### config.mk
export PLATFORM = sky130hd
export DESIGN_NAME = alu_submodule
export DESIGN_NICKNAME = d
export VERILOG_FILES = /design/src/hw/alu_pkg.sv /design/src/hw/alu_mul.sv /design/src/hw/alu_submodule.sv
export SDC_FILE = /design/constraint.sdc
export NUM_CORES = 2
export LEC_CHECK = 0
export BUFFER_PORTS_ARGS = -buffer_cell sky130_fd_sc_hd__buf_2
export CAP_MARGIN = 30
export CORE_ASPECT_RATIO = 0.9
export CORE_UTILIZATION = 24
export CTS_BUF_LIST = sky130_fd_sc_hd__clkbuf_4 sky130_fd_sc_hd__clkbuf_8 sky130_fd_sc_hd__clkbuf_16
export DETAILED_ROUTE_END_ITERATION = 10
export GPL_TIMING_DRIVEN = 0
export PLACE_DENSITY = 0.49
export SETUP_SLACK_MARGIN = 0.02
export SKIP_LAST_GASP = 1
export SYNTH_ARGS = -nofsm -noshare
export SYNTH_HDL_FRONTEND = slang
export SYNTH_SLANG_ARGS = --single-unit
### constraint.sdc
create_clock -name clk -period 5.3 [get_ports clk]
set_input_delay 0.265 -clock clk [delete_from_list [all_inputs] [get_ports clk]]
set_output_delay 0.265 -clock clk [all_outputs]
set_load 0.02 [all_outputs]
### src/hw/alu_pkg.sv
package alu_pkg;

   // Element width codes, code 3 behaves as 32 bit
   typedef enum logic [1:0]
   {
      SEW_8  = 2'b00,
      SEW_16 = 2'b01,
      SEW_32 = 2'b10
   } sew_e;

   // Compare conditions, unused codes give a zero result
   typedef enum logic [2:0]
   {
      CMP_EQ = 3'd0,
      CMP_NE = 3'd1,
      CMP_LT = 3'd2,
      CMP_LE = 3'd3,
      CMP_GT = 3'd4,
      CMP_GE = 3'd5
   } cmp_cond_e;

   // Arithmetic view of the opmode word (class 0)
   typedef struct packed
   {
      logic       cls;
      logic       mul_en;
      logic       c_en;
      logic       sub;
      logic       sgn;
      logic [3:0] rsvd;
   } alu_arith_op_t;

   // Compare view of the opmode word (class 1)
   typedef struct packed
   {
      logic       cls;
      cmp_cond_e  cond;
      logic       sgn;
      logic [3:0] rsvd;
   } alu_cmp_op_t;

   typedef union packed
   {
      alu_arith_op_t arith;
      alu_cmp_op_t   cmp;
   } alu_opmode_u;

   // One lane request, 106 bits
   typedef struct packed
   {
      alu_opmode_u opmode;
      logic [31:0] a;
      logic [31:0] b;
      logic [31:0] c;
      logic        reduction;
   } alu_lane_req_t;

   // Multiplier stage counts
   localparam int MUL16_LAT = 2;
   localparam int MUL32_LAT = 3;

endpackage

### src/hw/alu_mul.sv
`timescale 1ns/1ps

module alu_mul
(
   input  logic        clk,
   input  logic        rst_n_i,
   input  logic        en_i,
   input  logic        wide_i,
   input  logic        sgn_i,
   input  logic [31:0] a_i,
   input  logic [31:0] b_i,
   output logic [31:0] p_o
);

   logic        ext_sgn;
   logic [31:0] ll_full;
   logic [15:0] hl_full;
   logic [15:0] lh_full;

   logic [31:0] ll_s1;
   logic [15:0] hl_s1;
   logic [15:0] lh_s1;
   logic [31:0] ll_s2;
   logic [15:0] cross_s2;
   logic [31:0] sum_s3;

   // The low partial product is unsigned when it is part of a wide multiply
   assign ext_sgn = sgn_i & ~wide_i;

   // Extending to 32 bits gives the signed or unsigned 16x16 product in the low word
   assign ll_full = {{16{ext_sgn & a_i[15]}}, a_i[15:0]} *
                    {{16{ext_sgn & b_i[15]}}, b_i[15:0]};

   // Cross terms only need the low half that lands in the result word
   assign hl_full = a_i[31:16] * b_i[15:0];
   assign lh_full = a_i[15:0] * b_i[31:16];

   always_ff @(posedge clk or negedge rst_n_i)
   begin
      if (!rst_n_i)
      begin
         ll_s1    <= '0;
         hl_s1    <= '0;
         lh_s1    <= '0;
         ll_s2    <= '0;
         cross_s2 <= '0;
         sum_s3   <= '0;
      end
      else if (en_i)
      begin
         ll_s1    <= ll_full;
         hl_s1    <= hl_full;
         lh_s1    <= lh_full;
         ll_s2    <= ll_s1;
         cross_s2 <= hl_s1 + lh_s1;
         // Third stage is only meaningful in wide mode
         sum_s3   <= ll_s2 + {cross_s2, 16'h0000};
      end
   end

   assign p_o = wide_i ? sum_s3 : ll_s2;

endmodule

### src/hw/alu_submodule.sv
`timescale 1ns/1ps

module alu_submodule
   import alu_pkg::*;
(
   input  logic          clk,
   input  logic          rst_n_i,
   input  alu_lane_req_t req_i,
   input  logic          vld_i,
   input  sew_e          sew_i,
   input  logic          en_32bit_mul_i,
   input  logic          stall_i,
   output logic [31:0]   result_o,
   output logic          vld_o
);

   logic                                 sgn;
   alu_lane_req_t                        ext_req;
   alu_lane_req_t [MUL32_LAT-1:0]        line_q;
   logic [MUL32_LAT-1:0]                 vld_line_q;

   alu_lane_req_t                        ctl;
   logic                                 ctl_vld;
   logic [31:0]                          mul_p;
   logic [31:0]                          prod;
   logic [31:0]                          addend;
   logic [31:0]                          arith_res;
   logic                                 cmp_bit;
   logic [31:0]                          lane_res;
   logic [31:0]                          acc_q;

   // Truncate to the element width, then extend
   function automatic logic [31:0] sew_ext(input logic [31:0] v,
                                           input sew_e        sew,
                                           input logic        s);
      case (sew)
         SEW_8:   return {{24{s & v[7]}}, v[7:0]};
         SEW_16:  return {{16{s & v[15]}}, v[15:0]};
         default: return v;
      endcase
   endfunction

   function automatic logic cmp_eval(input cmp_cond_e   cond,
                                     input logic        s,
                                     input logic [31:0] a,
                                     input logic [31:0] b);
      logic lt;
      logic eq;
      lt = s ? ($signed(a) < $signed(b)) : (a < b);
      eq = (a == b);
      case (cond)
         CMP_EQ:  return eq;
         CMP_NE:  return ~eq;
         CMP_LT:  return lt;
         CMP_LE:  return lt | eq;
         CMP_GT:  return ~(lt | eq);
         CMP_GE:  return ~lt;
         default: return 1'b0;
      endcase
   endfunction

   // Signed flag is bit 4 in both opmode views
   assign sgn = req_i.opmode.arith.sgn;

   always_comb
   begin
      ext_req   = req_i;
      ext_req.a = sew_ext(req_i.a, sew_i, sgn);
      ext_req.b = sew_ext(req_i.b, sew_i, sgn);
      ext_req.c = sew_ext(req_i.c, sew_i, sgn);
   end

   // Multiplier stage 1 runs alongside the operand stage
   alu_mul u_mul
   (
      .clk     (clk),
      .rst_n_i (rst_n_i),
      .en_i    (~stall_i),
      .wide_i  (en_32bit_mul_i),
      .sgn_i   (sgn),
      .a_i     (ext_req.a),
      .b_i     (ext_req.b),
      .p_o     (mul_p)
   );

   always_ff @(posedge clk or negedge rst_n_i)
   begin
      if (!rst_n_i)
         vld_line_q <= '0;
      else if (!stall_i)
         vld_line_q <= {vld_line_q[MUL32_LAT-2:0], vld_i};
   end

   // Operand stage followed by control delay matching the multiplier
   always_ff @(posedge clk)
   begin
      if (!stall_i)
      begin
         line_q[0] <= ext_req;
         for (int i = 1; i < MUL32_LAT; i++)
            line_q[i] <= line_q[i-1];
      end
   end

   // Tap depends on the multiply mode
   assign ctl     = en_32bit_mul_i ? line_q[MUL32_LAT-1] : line_q[MUL16_LAT-1];
   assign ctl_vld = en_32bit_mul_i ? vld_line_q[MUL32_LAT-1] : vld_line_q[MUL16_LAT-1];

   always_comb
   begin
      prod = ctl.opmode.arith.mul_en ? mul_p : ctl.a;
      if (ctl.reduction)
         addend = acc_q;
      else if (ctl.opmode.arith.c_en)
         addend = ctl.c;
      else
         addend = '0;
      arith_res = ctl.opmode.arith.sub ? prod - addend : prod + addend;
      cmp_bit   = cmp_eval(ctl.opmode.cmp.cond, ctl.opmode.cmp.sgn, ctl.a, ctl.b);
      lane_res  = ctl.opmode.arith.cls ? {31'd0, cmp_bit} : arith_res;
   end

   // Result stage and running sum
   always_ff @(posedge clk or negedge rst_n_i)
   begin
      if (!rst_n_i)
      begin
         vld_o    <= 1'b0;
         result_o <= '0;
         acc_q    <= '0;
      end
      else if (!stall_i)
      begin
         vld_o <= ctl_vld;
         if (ctl_vld)
         begin
            result_o <= lane_res;
            // A plain op ends the reduction chain
            acc_q    <= ctl.reduction ? lane_res : '0;
         end
      end
   end

endmodule

; ---- After elaboration in Yosys (flattened, before gate mapping)
; Cells that the tools add are included.
[word_totals]
regBits = 530
latchBits = 0
mem_bits_rw = 0
mem_bits_ro = 0
input_bits = 113
out_inout_bits = 33
n_memories = 0
[classes]
n_addsub = 4
multipliers = 3
n_div = 0
magnitude_cmp = 2
n_eq_ne = 7
shift = 0
muxes = 14
bitwise_logic = 15
reduce_logical = 3
[ops]
columns = op, n
row1 = $mux 32, 7
row2 = $pmux 32 s2, 3
row3 = $mux 106, 1
row4 = $add 32x32->32, 2
row5 = $lt 32x32->1, 2
row6 = $eq 32x32->1, 1
row7 = $mul 16x16->16, 2
row8 = $mul 17x17->32, 1
row9 = $sub 32x32->32, 1
row10 = $add 16x16->16, 1
row11 = $and 1x1->1, 9
row12 = $eq 3x2->1 const B, 2
row13 = $eq 3x3->1 const B, 2
row14 = $pmux 1 s6, 1
row15 = $not 1->1, 5
row16 = $eq 3x1->1 const B, 1
row17 = $logic_not 3->1, 1
row18 = $eq 2x1->1 const B, 1
row19 = $logic_not 2->1, 1
row20 = $mux 1, 2
row21 = $reduce_and 2->1, 1
row22 = $or 1x1->1, 1

; ---- Longest topological paths before layout
[logic_depth]
word_depth = 8
mapped_depth = 30

; ---- Modules after synthesis
; Synthesis repeated with hierarchy kept, for this count alone.
[hier_totals]
hier_cells = 4044
area_unflattened_um2 = 43162.6
[modules_own_cells]
columns = mod, n_inst, cells_per_inst, area_per_inst_um2
row1 = alu_mul, 1, 2721, 25434.4
row2 = alu_submodule, 1, 1323, 17728.3

; ---- Least setup slack after synthesis
; No wires, ideal clock.
[synth_timing]
kind = in2reg
from = input port en_32bit_mul_i
to = register u_mul.ll_s1[31]
setup_time_ns = 0.099
t_arrival_ns = 6.643
required_ns = 5.201
setup_slack_ns = -1.442
stages = 28
cell_sequence = buf_6 > buf_2 > buf_4 > buf_4 > buf_4 > buf_2 > nor2b_1 > and3_1 > fa_1 > inv_1 > fa_1 > inv_1 > fa_1 > fa_1 > fa_1 > inv_1 > fa_1 > inv_1 > ha_1 > a21o_1 > a21o_1 > a21oi_1 > o21ai_0 > a31oi_1 > a311oi_1 > nor4_1 > nor3_1 > nor3_1
[synth_via]
elab_chain_len = 4
elab_cells_between_ends = 5
classes_between = mul: 1 / bitwise: 4
[synth_rtl]
columns = element, line
row1 = from (decl), alu_submodule.sv:11  ; input logic en_32bit_mul_i,
row2 = $not 1->1 *, alu_mul.sv:28  ; assign ext_sgn = sgn_i & ~wide_i;
row3 = $and 1x1->1 *, alu_mul.sv:28
row4 = $and 1x1->1 (on tied branches), "alu_mul.sv:31, alu_mul.sv:32"
row5 = $mul 17x17->32 *, alu_mul.sv:31  ; assign ll_full = {{16{ext_sgn & a_i[15]}}, a_i[15:0]} *
row6 = to (signal assigned), alu_mul.sv:51  ; ll_s1 <= ll_full;
row7 = to (decl), alu_mul.sv:20  ; logic [31:0] ll_s1;
; Every way passes the cells marked *; elsewhere a longest branch is shown, timed or not.
; A chain may end at the register's enable or synchronous reset.

==> run summary <==
worst skew pair latency = 0.66 ns
Min Hold Slack = 0.0307 ns
Routed WL = 149,000 um
Tot GR Track Use = 0.165
Row Count = 146
synth unique cells = 90
ys async rst share = 0.409
DRC Markers = 0
Clk network pwr share = 0.125
vias in the first global route = 32,000
antenna violations before repair = 22
violated checks = negative setup slack
WP buf/inv = 12
Bufs on Longest Clock Path = 3
# H-tree levels = 2
Layout Area Growth over Synthesis = 23.3%
Tmin final = 6.26 ns
CTS Root Cell = clkbuf_16
Finished Layout Cells = 6,886
CP Capture Point = u_mul.ll_s1[23]
post-synthesis mux area share = 0.0534
Critical Path Stages = 29
# IOs = 146
Critical Path Source Type = input port
largest family of logic cells by synthesized area = adder cells
post-synthesis compound-gate area fraction = 0.0981
crit path kind = in -> reg
data required time of the critical path = 5.80 ns
Yosys reg bits = 518
number of synthesized flops with an enable pin = 306
drt wl/cell = 21.6 um
Worst Skew = 0.0480 ns
Pwr per Cell Area = 630 mW/mm^2
placer congestion estimate = 0.919
first-pass GRT wire length = 217,000 um
largest net degree at the start of global routing = 135
Worst-Margin Slew = 1.09 ns
worst-path maximum fanout = 10
vias = 31,400
RSZ-0062 raised after global routing = yes
reg2reg setup slack = 0.19 ns
Largest stage delay, worst path = 0.56 ns
Initial Util = 0.242
worst reg2reg path depth = 20
wire length on met3 = 8790 um
MaxCap Viol Count = 0
Die Ht = 401 um
internal power = 0.0175 W
Synth Flop Type = edfxtp_1
most used cell, CP = fa_1
cell family with most CP delay = adder cells
Switching Share = 0.469
share of cells above drive strength 1 = 0.192
Max IR drop VDD = 1.37 mV
Max Freq = 160 MHz
worst min-delay path category = in -> reg
Port Buffers = 140
Finished Core Util = 0.298
Adder-Cell Fraction of Synth Area = 0.290
Synth Area in Simple Gates = 0.108
post-synthesis cell count = 4,062
detailed-router iteration count before antenna repair = 5
Logic pwr share = 0.694
R2R Path Start = line_q[106]
hold path cells = 2
routed vias/inst = 4.56
Hold Vio Cnt, Final = 0
Synth warnings = 0
sequential-to-total area share from yosys stat = 0.341
wire length on met1 = 67,900 um
Period Utilization, post-route = 1.18
met2 routed WL = 67,600 um
Reg clk slew, reported paths = 0.06 ns
antenna viol nets, final = 0
sequential power share = 0.181
final setup fails = 27
CTS tree = done
Syn Area/Cell = 10.5 um^2
Lkg Pwr = 23.3 nW
dpl cells = 6,584
layout net count = 5,294
relative slew slack = 0.261
Die W = 446 um
NetSw = 0.0155 W
CP startpoint = req_i[72]
Synth Net Count = 4,894
setup ws final = -0.963 ns
top layer in use = met4
grt total ovfl = 0
Final Max Tran Viols = 0
Worst path slowest cell = fa_1
Core ar. = 0.176 mm^2
xor/xnor share of the synthesized area = 0.0389
Mapped Area = 0.0425 mm^2
CTS Buf Count = 56
Total Neg Setup Slack = -14.87 ns
Critical R2R Capture = acc_q[21]
CP Data Arrival Time = 6.76 ns
Worst setup EP type = flip-flop
post-DP HPWL = 118,000 um
CTS sink cnt = 518
DIE AREA = 0.179 mm^2
1st-iter DRT viols = 2,782
status = finished with violations
[cells by family (layout without fill, tap and decap cells)]
logic type               count (synthesis)  after routing
multiplexers                           212            212
other                                    0              8
flip-flops                             518            518
adder cells (fa/ha/maj)                719            719
XOR/XNOR                               184            184
AND/OR/NAND/NOR                       1029           1029
buffers and inverters                  770           1218
AO/OA/AOI/OAI                          630            630
[final cells by class]
class / instances / area, um^2
fill: 18300 / 124000
multi-input combinational: 2774 / 26400
sequential: 518 / 14500
tap: 2368 / 2960
timing repair buffer: 355 / 2840
inverter: 589 / 2300
clock buffer: 74 / 1610
buffer: 168 / 1460
clock inverter: 32 / 362
antenna: 8 / 20.0
[routing by layer]
metal,global-route usage,up-vias
met5,0,-
met4,0.0403,0
met3,0.0183,190
met2,0.265,1017
met1,0.236,16000
li1,-,14200
[worst min path at each step]
stage,from,end,slack [ns]
after floorplan,rst_n_i,acc_q[0],-0.03
after global placement,line_q[48],line_q[154],0.40
after detailed placement,rst_n_i,result_o[30],0.08
after CTS,rst_n_i,acc_q[30],0.005
after global routing,req_i[35],line_q[35],0.01
final,req_i[58],line_q[58],0.03
[power groups by stage]
stage          clock [W]  sequential, W  combinational [W]
2_1_floorplan          0        0.00587             0.0132
3_3_place_gp           0        0.00607             0.0185
3_5_place_dp           0        0.00607             0.0186
4_1_cts          0.00422        0.00600             0.0206
5_1_grt          0.00438        0.00609             0.0251
6_report         0.00413        0.00599             0.0229
[Yosys cell counts (18+ instances only)]
cell | n | share of area
o21ai_0 | 214 | 0.025
buf_2 | 18 | 0.0021
xnor2_1 | 113 | 0.023
and2_1 | 133 | 0.020
dfrtp_1 | 212 | 0.12
fa_1 | 445 | 0.21
nand2_1 | 594 | 0.052
mux2i_1 | 101 | 0.024
nor2_1 | 147 | 0.013
o21a_1 | 23 | 0.0041
a21o_1 | 72 | 0.013
a21oi_1 | 110 | 0.013
inv_1 | 579 | 0.051
a22o_1 | 40 | 0.0082
nand3_1 | 18 | 0.0021
mux2_2 | 109 | 0.029
edfxtp_1 | 306 | 0.22
xor2_1 | 67 | 0.014
o31ai_1 | 24 | 0.0042
nor3_1 | 36 | 0.0042
ha_1 | 274 | 0.081
clkbuf_1 | 132 | 0.012
[flip-flops by register name, summed over array words and instances, names as in the netlist]
name and cells:
u_mul.lh_s1 16, u_mul.ll_s1 32, vld_o 1, u_mul.sum_s3 32
acc_q 32, u_mul.cross_s2 16, u_mul.hl_s1 16, result_o 32
line_q 306, u_mul.ll_s2 32, vld_line_q 3
[cells in the final DEF, fill, tap and decap left out, types with 129 or more instances in the layout]
| master | synthesis | final |
|---|---|---|
| inv_1 | 579 | 559 |
| ha_1 | 274 | 256 |
| fa_1 | 445 | 435 |
| dfrtp_1 | 212 | 212 |
| buf_2 | 18 | 143 |
| nand2_1 | 594 | 572 |
| o21ai_0 | 214 | 174 |
| nor2_1 | 147 | 135 |
| edfxtp_1 | 306 | 306 |
| and2_1 | 133 | 129 |
| buf_4 | 7 | 136 |
[repair_timing]
action / in CTS / in global routing
hold buffers: 47 / 0
pin swaps: 83 / 106
resized for setup: 253 / 201
cloned: 0 / 1
endpoints found under the hold margin: 148 / 0
setup endpoints to repair: 83 / 56
buffers inserted: 89 / 65
[stage by stage]
step	setup slack (ns)	cell area, um^2	total power [W]
3_3_place_gp	-3.04	46700	0.0246
3_5_place_dp	-2.98	46900	0.0247
5_1_grt	-1.15	52400	0.0355
4_1_cts	-1.03	51200	0.0308
6_report	-0.963	52400	0.0330
2_1_floorplan	-0.914	43000	0.0191
Power figures use the tool's default switching activity.
